`config.mk`:
```
export PLATFORM = sky130hd
export DESIGN_NAME = panel_ctrl_top
export DESIGN_NICKNAME = d
export VERILOG_FILES = /design/src/verilog/panel_pkg.sv /design/src/verilog/fb_bus_if.sv /design/src/verilog/cmd_stream_if.sv /design/src/verilog/fb_arbiter.sv /design/src/verilog/framebuffer_ram.sv /design/src/verilog/cmd_dispatch.sv /design/src/verilog/cmd_fill_panel.sv /design/src/verilog/cmd_set_pixel.sv /design/src/verilog/pixel_reader.sv /design/src/verilog/panel_ctrl_top.sv
export SDC_FILE = /design/constraint.sdc
export NUM_CORES = 2
export LEC_CHECK = 0
export BUFFER_PORTS_ARGS = -buffer_cell sky130_fd_sc_hd__buf_2
export CORE_MARGIN = 3
export CORE_UTILIZATION = 30
export CTS_CLUSTER_SIZE = 10
export DETAILED_ROUTE_END_ITERATION = 16
export PLACE_DENSITY = 0.55
export SETUP_SLACK_MARGIN = 0.1
export SYNTH_ARGS = -nofsm -noshare
export SYNTH_HDL_FRONTEND = slang
export SYNTH_SLANG_ARGS = --single-unit
```
`constraint.sdc`:
```
create_clock -name clk -period 9.66 [get_ports clk]
set_input_delay 1.449 -clock clk [delete_from_list [all_inputs] [get_ports clk]]
set_output_delay 1.449 -clock clk [all_outputs]
set_load 0.005 [all_outputs]
```
`src/verilog/panel_pkg.sv`:
```
/* Panel controller package.
   Panel geometry, pixel and address types, opcodes and engine states. */
`default_nettype none

package panel_pkg;

    localparam int PANEL_WIDTH = 16;
    localparam int PANEL_HEIGHT = 8;
    localparam int BYTES_PER_PIXEL = 3;
    localparam int FB_DEPTH = PANEL_WIDTH * PANEL_HEIGHT;
    localparam int NUM_MASTERS = 3;
    localparam int SET_PIXEL_BYTES = 2 + BYTES_PER_PIXEL;  // Row, column, colour.

    localparam logic [7:0] OP_FILL_PANEL = 8'h01;
    localparam logic [7:0] OP_SET_PIXEL = 8'h02;

    typedef logic [BYTES_PER_PIXEL*8-1:0] pixel_t;  // First byte received is the MSB.
    typedef logic [$clog2(FB_DEPTH)-1:0] fb_addr_t;
    typedef logic [$clog2(NUM_MASTERS)-1:0] master_id_t;

    typedef enum logic [2:0] {
        ST_CAPTURE,
        ST_START,
        ST_RUNNING,
        ST_PREDONE,
        ST_DONE
    } engine_state_t;

endpackage

`default_nettype wire

```
`src/verilog/fb_bus_if.sv`:
```
/* Wishbone classic link to the framebuffer. */
`timescale 1ns/1ps
`default_nettype none

interface fb_bus_if import panel_pkg::*; ();

    logic cyc;
    logic stb;
    logic we;
    fb_addr_t adr;
    pixel_t dat_w;
    pixel_t dat_r;
    logic ack;

    modport master (
        output cyc, stb, we, adr, dat_w,
        input dat_r, ack
    );

    modport slave (
        input cyc, stb, we, adr, dat_w,
        output dat_r, ack
    );

endinterface

`default_nettype wire

```
`src/verilog/cmd_stream_if.sv`:
```
/* Byte hand-off between the command dispatcher and a drawing engine. */
`timescale 1ns/1ps
`default_nettype none

interface cmd_stream_if;

    logic valid;
    logic [7:0] data;
    logic ready;
    logic done;  // One-cycle pulse after the last write.

    modport source (output valid, data, input ready, done);

    modport sink (input valid, data, output ready, done);

endinterface

`default_nettype wire

```
`src/verilog/fb_arbiter.sv`:
```
/* Round-robin arbiter for three Wishbone masters.
   The grant is registered and held while the owner keeps cyc high. */
`timescale 1ns/1ps
`default_nettype none

module fb_arbiter import panel_pkg::*; (
    input wire clk,
    input wire reset,
    fb_bus_if.slave m0,
    fb_bus_if.slave m1,
    fb_bus_if.slave m2,
    fb_bus_if.master s
);

    logic busy;
    master_id_t owner;
    master_id_t last_owner;
    master_id_t next_owner;

    logic [NUM_MASTERS-1:0] m_cyc;
    logic [NUM_MASTERS-1:0] m_stb;
    logic [NUM_MASTERS-1:0] m_we;
    fb_addr_t m_adr [NUM_MASTERS];
    pixel_t m_dat [NUM_MASTERS];

    assign m_cyc = {m2.cyc, m1.cyc, m0.cyc};
    assign m_stb = {m2.stb, m1.stb, m0.stb};
    assign m_we = {m2.we, m1.we, m0.we};
    assign m_adr[0] = m0.adr;
    assign m_adr[1] = m1.adr;
    assign m_adr[2] = m2.adr;
    assign m_dat[0] = m0.dat_w;
    assign m_dat[1] = m1.dat_w;
    assign m_dat[2] = m2.dat_w;

    // First requester after the last owner wins.
    always_comb begin
        int cand;
        next_owner = last_owner;
        for (int i = NUM_MASTERS; i >= 1; i--) begin
            cand = (int'(last_owner) + i) % NUM_MASTERS;
            if (m_cyc[cand]) next_owner = master_id_t'(cand);
        end
    end

    always_ff @(posedge clk) begin
        if (reset) begin
            busy <= 1'b0;
            owner <= '0;
            last_owner <= master_id_t'(NUM_MASTERS - 1);
        end else if (!busy) begin
            if (|m_cyc) begin
                busy <= 1'b1;
                owner <= next_owner;
            end
        end else if (!m_cyc[owner]) begin
            busy <= 1'b0;  // Owner let go.
            last_owner <= owner;
        end
    end

    // ************************************************************************
    // Bus mux.
    assign s.cyc = busy && m_cyc[owner];
    assign s.stb = busy && m_stb[owner];
    assign s.we = m_we[owner];
    assign s.adr = m_adr[owner];
    assign s.dat_w = m_dat[owner];

    assign m0.ack = busy && (owner == master_id_t'(0)) && s.ack;
    assign m1.ack = busy && (owner == master_id_t'(1)) && s.ack;
    assign m2.ack = busy && (owner == master_id_t'(2)) && s.ack;
    assign m0.dat_r = (owner == master_id_t'(0)) ? s.dat_r : '0;
    assign m1.dat_r = (owner == master_id_t'(1)) ? s.dat_r : '0;
    assign m2.dat_r = (owner == master_id_t'(2)) ? s.dat_r : '0;

endmodule

`default_nettype wire

```
`src/verilog/framebuffer_ram.sv`:
```
/* Framebuffer pixel memory behind a Wishbone classic slave port. */
`timescale 1ns/1ps
`default_nettype none

module framebuffer_ram import panel_pkg::*; (
    input wire clk,
    input wire reset,
    fb_bus_if.slave bus
);

    pixel_t mem [FB_DEPTH];
    logic access;

    assign access = bus.cyc && bus.stb && !bus.ack;  // New request with no ack pending.

    always_ff @(posedge clk) begin
        if (reset) begin
            bus.ack <= 1'b0;
        end else begin
            bus.ack <= access;
        end
    end

    always_ff @(posedge clk) begin
        if (access) begin
            if (bus.we) begin
                mem[bus.adr] <= bus.dat_w;
            end else begin
                bus.dat_r <= mem[bus.adr];  // Valid together with ack.
            end
        end
    end

endmodule

`default_nettype wire

```
`src/verilog/cmd_dispatch.sv`:
```
/* Command dispatcher.
   Decodes the opcode byte and hands the payload to the selected engine. */
`timescale 1ns/1ps
`default_nettype none

module cmd_dispatch import panel_pkg::*; (
    input wire clk,
    input wire reset,
    input wire cmd_valid,
    input wire [7:0] cmd_data,
    output logic cmd_ready,
    output logic cmd_done,
    cmd_stream_if.source fill,
    cmd_stream_if.source setpix
);

    logic busy;
    logic sel_setpix;
    logic op_known;

    assign op_known = (cmd_data == OP_FILL_PANEL) || (cmd_data == OP_SET_PIXEL);

    assign fill.data = cmd_data;
    assign setpix.data = cmd_data;
    assign fill.valid = cmd_valid && busy && !sel_setpix;
    assign setpix.valid = cmd_valid && busy && sel_setpix;

    // Idle always takes the opcode byte.
    assign cmd_ready = busy ? (sel_setpix ? setpix.ready : fill.ready) : 1'b1;
    assign cmd_done = busy && (sel_setpix ? setpix.done : fill.done);

    always_ff @(posedge clk) begin
        if (reset) begin
            busy <= 1'b0;
            sel_setpix <= 1'b0;
        end else if (!busy) begin
            if (cmd_valid && op_known) begin  // Unknown opcodes fall through.
                busy <= 1'b1;
                sel_setpix <= (cmd_data == OP_SET_PIXEL);
            end
        end else if (cmd_done) begin
            busy <= 1'b0;
        end
    end

endmodule

`default_nettype wire

```
`src/verilog/cmd_fill_panel.sv`:
```
/* Fill panel engine.
   Captures one colour and writes it to every framebuffer address. */
`timescale 1ns/1ps
`default_nettype none

module cmd_fill_panel import panel_pkg::*; (
    input wire clk,
    input wire reset,
    cmd_stream_if.sink cmd,
    fb_bus_if.master bus
);

    engine_state_t state;
    pixel_t colour;
    logic [1:0] bytes_left;
    fb_addr_t addr;
    logic last_addr;

    assign last_addr = (addr == fb_addr_t'(FB_DEPTH - 1));

    assign bus.we = 1'b1;
    assign bus.stb = bus.cyc;
    assign bus.adr = addr;
    assign bus.dat_w = colour;

    always_ff @(posedge clk) begin
        if (reset) begin
            state <= ST_CAPTURE;
            bytes_left <= 2'(BYTES_PER_PIXEL - 1);
            cmd.ready <= 1'b1;
            cmd.done <= 1'b0;
            bus.cyc <= 1'b0;
            addr <= '0;
        end else begin
            case (state)
                ST_CAPTURE: begin
                    if (cmd.valid && cmd.ready) begin
                        colour <= {colour[$bits(pixel_t)-9:0], cmd.data};
                        if (bytes_left == 2'd0) begin
                            state <= ST_START;
                            cmd.ready <= 1'b0;
                        end else begin
                            bytes_left <= bytes_left - 2'd1;
                        end
                    end
                end
                ST_START: begin
                    addr <= '0;
                    bus.cyc <= 1'b1;
                    state <= ST_RUNNING;
                end
                // ************************************************************
                // Area walk, one classic cycle per pixel.
                ST_RUNNING: begin
                    if (bus.cyc && bus.ack) begin
                        bus.cyc <= 1'b0;
                        if (last_addr) begin
                            state <= ST_PREDONE;
                        end else begin
                            addr <= addr + fb_addr_t'(1);  // Walk moves only on ack.
                        end
                    end else if (!bus.cyc) begin
                        bus.cyc <= 1'b1;
                    end
                end
                ST_PREDONE: begin
                    addr <= '0;
                    cmd.done <= 1'b1;
                    state <= ST_DONE;
                end
                ST_DONE: begin
                    cmd.done <= 1'b0;
                    cmd.ready <= 1'b1;
                    bytes_left <= 2'(BYTES_PER_PIXEL - 1);
                    state <= ST_CAPTURE;
                end
                default: state <= ST_CAPTURE;
            endcase
        end
    end

endmodule

`default_nettype wire

```
`src/verilog/cmd_set_pixel.sv`:
```
/* Set pixel engine.
   Captures row, column and colour, then writes one pixel if it is on the panel. */
`timescale 1ns/1ps
`default_nettype none

module cmd_set_pixel import panel_pkg::*; (
    input wire clk,
    input wire reset,
    cmd_stream_if.sink cmd,
    fb_bus_if.master bus
);

    engine_state_t state;
    logic [2:0] bytes_left;
    logic [7:0] row;
    logic [7:0] col;
    pixel_t colour;
    logic in_range;

    assign in_range = (int'(row) < PANEL_HEIGHT) && (int'(col) < PANEL_WIDTH);

    assign bus.we = 1'b1;
    assign bus.stb = bus.cyc;
    assign bus.adr = fb_addr_t'(int'(row) * PANEL_WIDTH + int'(col));
    assign bus.dat_w = colour;

    always_ff @(posedge clk) begin
        if (reset) begin
            state <= ST_CAPTURE;
            bytes_left <= 3'(SET_PIXEL_BYTES - 1);
            cmd.ready <= 1'b1;
            cmd.done <= 1'b0;
            bus.cyc <= 1'b0;
        end else begin
            case (state)
                ST_CAPTURE: begin
                    if (cmd.valid && cmd.ready) begin
                        if (bytes_left == 3'(SET_PIXEL_BYTES - 1)) begin
                            row <= cmd.data;
                        end else if (bytes_left == 3'(SET_PIXEL_BYTES - 2)) begin
                            col <= cmd.data;
                        end else begin
                            colour <= {colour[$bits(pixel_t)-9:0], cmd.data};
                        end
                        if (bytes_left == 3'd0) begin
                            state <= ST_START;
                            cmd.ready <= 1'b0;
                        end else begin
                            bytes_left <= bytes_left - 3'd1;
                        end
                    end
                end
                ST_START: begin
                    if (in_range) begin
                        bus.cyc <= 1'b1;
                        state <= ST_RUNNING;
                    end else begin
                        cmd.done <= 1'b1;  // No write off the panel.
                        state <= ST_DONE;
                    end
                end
                ST_RUNNING: begin
                    if (bus.ack) begin
                        bus.cyc <= 1'b0;
                        state <= ST_PREDONE;
                    end
                end
                ST_PREDONE: begin
                    cmd.done <= 1'b1;
                    state <= ST_DONE;
                end
                ST_DONE: begin
                    cmd.done <= 1'b0;
                    cmd.ready <= 1'b1;
                    bytes_left <= 3'(SET_PIXEL_BYTES - 1);
                    state <= ST_CAPTURE;
                end
                default: state <= ST_CAPTURE;
            endcase
        end
    end

endmodule

`default_nettype wire

```
`src/verilog/pixel_reader.sv`:
```
/* Pixel reader.
   Turns a host read request into one Wishbone read cycle. */
`timescale 1ns/1ps
`default_nettype none

module pixel_reader import panel_pkg::*; (
    input wire clk,
    input wire reset,
    input wire rd_req,
    input wire [7:0] rd_row,
    input wire [7:0] rd_col,
    output logic rd_busy,
    output logic rd_ack,
    output pixel_t rd_data,
    fb_bus_if.master bus
);

    fb_addr_t addr;

    assign bus.we = 1'b0;
    assign bus.stb = bus.cyc;
    assign bus.adr = addr;
    assign bus.dat_w = '0;

    always_ff @(posedge clk) begin
        if (reset) begin
            rd_busy <= 1'b0;
            rd_ack <= 1'b0;
            bus.cyc <= 1'b0;
        end else begin
            rd_ack <= 1'b0;
            if (!rd_busy) begin
                if (rd_req) begin
                    // Positions off the panel wrap inside the framebuffer.
                    addr <= fb_addr_t'(int'(rd_row) * PANEL_WIDTH + int'(rd_col));
                    rd_busy <= 1'b1;
                    bus.cyc <= 1'b1;
                end
            end else if (bus.ack) begin
                bus.cyc <= 1'b0;
                rd_busy <= 1'b0;
                rd_ack <= 1'b1;
                rd_data <= bus.dat_r;
            end
        end
    end

endmodule

`default_nettype wire

```
`src/verilog/panel_ctrl_top.sv`:
```
/* LED panel command controller.
   Dispatcher, drawing engines and pixel reader sharing one framebuffer. */
`timescale 1ns/1ps
`default_nettype none

module panel_ctrl_top import panel_pkg::*; (
    input wire clk,
    input wire reset,
    input wire cmd_valid,
    input wire [7:0] cmd_data,
    output logic cmd_ready,
    output logic cmd_done,
    input wire rd_req,
    input wire [7:0] rd_row,
    input wire [7:0] rd_col,
    output logic rd_busy,
    output logic rd_ack,
    output pixel_t rd_data
);

    cmd_stream_if fill_cmd ();
    cmd_stream_if setpix_cmd ();

    fb_bus_if fill_bus ();    // Master 0.
    fb_bus_if setpix_bus ();  // Master 1.
    fb_bus_if rd_bus ();      // Master 2.
    fb_bus_if ram_bus ();

    // ************************************************************************
    // Command path.
    cmd_dispatch i_cmd_dispatch (
        .clk(clk),
        .reset(reset),
        .cmd_valid(cmd_valid),
        .cmd_data(cmd_data),
        .cmd_ready(cmd_ready),
        .cmd_done(cmd_done),
        .fill(fill_cmd),
        .setpix(setpix_cmd)
    );

    cmd_fill_panel i_cmd_fill_panel (
        .clk(clk),
        .reset(reset),
        .cmd(fill_cmd),
        .bus(fill_bus)
    );

    cmd_set_pixel i_cmd_set_pixel (
        .clk(clk),
        .reset(reset),
        .cmd(setpix_cmd),
        .bus(setpix_bus)
    );

    pixel_reader i_pixel_reader (
        .clk(clk),
        .reset(reset),
        .rd_req(rd_req),
        .rd_row(rd_row),
        .rd_col(rd_col),
        .rd_busy(rd_busy),
        .rd_ack(rd_ack),
        .rd_data(rd_data),
        .bus(rd_bus)
    );

    // ************************************************************************
    // Framebuffer side.
    fb_arbiter i_fb_arbiter (
        .clk(clk),
        .reset(reset),
        .m0(fill_bus),
        .m1(setpix_bus),
        .m2(rd_bus),
        .s(ram_bus)
    );

    framebuffer_ram i_framebuffer_ram (
        .clk(clk),
        .reset(reset),
        .bus(ram_bus)
    );

endmodule

`default_nettype wire

```
==> results.md <==
* Status: finished clean
* Clock latency on the worst-skew pair at around 930 ps
* Slowest stage cell, crit path: o21a_4
* Max-slew violation count at 0
* Drt pass-1 iters at 6
* R2R depth at 11
* Post-Place Worst Slack at 4104 ps
* First-pass GRT wire length at around 530000 um
* Worst-path clk slew at 60 ps
* Hold Path End: i_cmd_set_pixel.bus.dat_w[19]
* Filler Cell Count at 39.65k
* Most frequent cells in the layout: edfxtp_1 (3191), nand2_1 (2321), nand3_1 (614)
* Die height at 654.8 um
* # H-tree levels at 5
* Buf/Inv on CP at 3
* IO Count at 56
* RePlAce Congestion at 0.8317
* Startpoint Class: flop
* Worst Hold Depth at 0
* Remaining DRCs at 0
* Critical path class: flop to flop
* Core Box Area at 417800 um^2
* Row count at 237
* Post-synthesis cell type count at 58
* All-Layer GR Usage at 0.1677
* Ys async rst share at 0
* Multi-input gate area at between 20000 and 30000 um^2
* Layout cells sized above 1 at 0.09500
* Worst slew pin tran at roughly 1300 ps
* Post-synthesis mux area share at 0.01268
* Tcrit/Tclk final at 0.5881
* Fmax at between 150 and 200 MHz
* Synthesized net count at 9138
* Detailed placer's ending HPWL at 201900 um
* TritonCTS clock tree: done
* HP Start: i_cmd_set_pixel.bus.dat_w[11]
* # Post-CTS Setup Buffers at 0
* Hold Vio Cnt, Final at 0
* Synth Area in Adders at 0.001407
* DR iter-0 viols at 9209
* Crit path max-delay family: compound AO/OA/AOI/OAI gates
* Crit-path max cell delay at ~940 ps
* Seq/Total Area, Yosys at 0.7645
* Die width at 654.8 um
* Crit-path max FO at 168
* Clock share of power at 0.419
* Avg Cell Area, Syn at 13.88 um^2
* Cells after Synth at 9097
* Sequential Power Share at 0.526
* Power Dens Cells at 203.6 nW/um^2
* DRT antenna net count at 0
* Full die area at 428700 um^2
* FF-to-FF End: i_framebuffer_ram.bus.dat_r[21]
* Largest net degree at the start of global routing at 190
* Final setup fails at 0
* CP Data Arrival Time at between 6000 and 7000 ps
* Main flop type after synthesis: edfxtp_1
* Compound-Gate Fraction of Synth Area at 0.07946
* Post-Route M1 WL at 153800 um
* Top cell by count, worst path: buf_4
* WL/cell at around 25 um
* Post-synth EDFFs at 3191
* Psw at 6.578 mW
* Combinational family with the most area after synthesis: simple AND/OR/NAND/NOR gates
* Max-slew headroom at 0.1078
* Commonest non-fill, non-tap cell in the layout: edfxtp_1
* Worst Hold Class: flop to flop
* Post-Synthesis Cell Area at 126300 um^2
* Largest buffer count on any clock path at 4
* Post-Synth XOR/XNOR Area at 0.0006243
* Nets at 9163
* R2R Path Start: i_fb_arbiter.owner[0]
* Non-Filler Instances at 14.73k
* Routed wl met3 at 31060 um
* Placed Cells at 14.25k
* Vias in the first global route at 74.34k
* Logic pwr share at 0.055
* Drt total wl at around 370000 um
* Crit path capture type: flop
* Vias at 78.03k
* Synth warn at 0
* PnR worst setup slack at 3979 ps
* Worst vdd ir at 0.0001560 V
* Initial antenna violation count at 19
* Unrepaired setup endpoints after global routing: no
* Area growth syn-to-layout at 13.95%
* Inserted Clock Buffers at 369
* Seq. cell area at 96530 um^2
* CP cell instances: buf_4, mux2i_1, o21a_4, buf_12, buf_4, nand2_1, a32oi_1, a22oi_1, and3_1, a311oi_1, a31o_1
* IO Port Bufs at 49
* Sink Count at 3226
* Cts hold-fix bufs at 0
* Setup crit start: i_fb_arbiter.owner[0]
* Worst EP required at 10460 ps
* Max-cap viol count at 0
* Simple logic cell fraction of the synthesized area at 0.1195
* Leakage at 44.84 nW
* Initial core utilization at 0.3022
* Grt ovf at 0
* Min cycle time layout at 5681 ps
* Synthesis-stage register bit count at 3226
* Met2 WL at about 170000 um
* Fin Setup TNS at 0 ps
* Internal Power at 22.71 mW
* Avg Vias per Cell at 5.297
* Root Driver: clkbuf_16
* Sw Ratio at 0.2246
* Post_cts resized at 0
* Top routing layer used: met5
* Clk_skew at ~67 ps
* Reg2Reg Setup Slack at 3980 ps
-- cell type report --
type | count | area share
clock buffer | 431 | 0.06609
clock inverter | 39 | 0.004974
inverter | 20 | 0.0005218
antenna | 11 | 0.0001913
multi-input combinational | 5214 | 0.1932
tap | 5497 | 0.04781
timing repair buffer | 291 | 0.01633
sequential | 3226 | 0.6709
-- worst reg2reg max path: cells and delay by family (launching register included) --
kind / cells / cell delay [ps]
AND/OR/NAND/NOR: 2 / 540
multiplexers: 1 / 790
buffers and inverters: 3 / 2050
AO/OA/AOI/OAI: 5 / 1920
flip-flops: 1 / 310
-- cells in the mapped netlist, types with 73 or more instances --
master        n  area (um^2)
nor2_1      485         1821
a31oi_1     211         1320
edfxtp_1   3191        95820
a21oi_1     363         1817
a32oi_1     280         2452
o221ai_1     92        805.8
buf_2       204         1021
o2111ai_1    94        823.3
clkbuf_1    309         1160
nand3_1     614         3073
and2_1       73        456.7
buf_1       112        420.4
nand2_1    2328         8738
mux2i_1     160         1602
-- logic make-up after synthesis --
kind of cell               after synthesis
muxes                                  160
DFF                                   3226
and+or+nand+nor                       3650
xor gates and xnor gates                 9
buffers and inverters                  657
AOI/OAI and AO/OA                     1382
adders and majority gates               13
-- power by group through the flow --
stage	Combinational (mW)	Clock, mW	Sequential (mW)
6_report	1.63	12.3	15.4
4_1_cts	1.62	12.5	15.4
3_3_place_gp	1.58	0	15.7
5_1_grt	1.72	13.0	15.4
3_5_place_dp	1.61	0	15.7
2_1_floorplan	0.908	0	15.7
-- how the worst max path moves through the flow --
stage                                      end  depth (start not counted)
2_1_floorplan      i_framebuffer_ram.mem[0][0]                          5
3_3_place_gp   i_framebuffer_ram.bus.dat_r[12]                         10
3_5_place_dp   i_framebuffer_ram.bus.dat_r[21]                         11
4_1_cts        i_framebuffer_ram.bus.dat_r[12]                         10
5_1_grt        i_framebuffer_ram.bus.dat_r[21]                         12
6_report       i_framebuffer_ram.bus.dat_r[21]                         11
-- registers in the layout (all words and copies together), names as in the netlist, 7 cells and up --
signal,count
i_framebuffer_ram.mem,3072
i_framebuffer_ram.bus.dat_r,24
i_cmd_fill_panel.bus.adr,7
i_pixel_reader.bus.adr,7
i_cmd_set_pixel.bus.dat_w,24
i_cmd_set_pixel.row,8
i_cmd_set_pixel.col,8
i_cmd_fill_panel.bus.dat_w,24
i_pixel_reader.rd_data,24
-- through the flow --
stage	area [um^2]	total power, mW	hold WS (ps)	utilization
after floorplan	126300	16.60	425.7	-
after global placement	133600	17.26	431.0	0.3198
after detailed placement	133600	17.29	435.9	0.3198
after CTS	143800	29.49	426.6	0.3443
after global routing	143800	30.14	457.2	0.3443
final	143900	29.29	443.4	0.3443
-- routing by layer --
metal,vias up,global-route usage
met2,3282,0.2661
li1,34200,-
met1,39960,0.2272
met5,-,0
met4,2,0.06584
met3,589,0.03104
No activity file was read; power rests on OpenSTA's default activity.
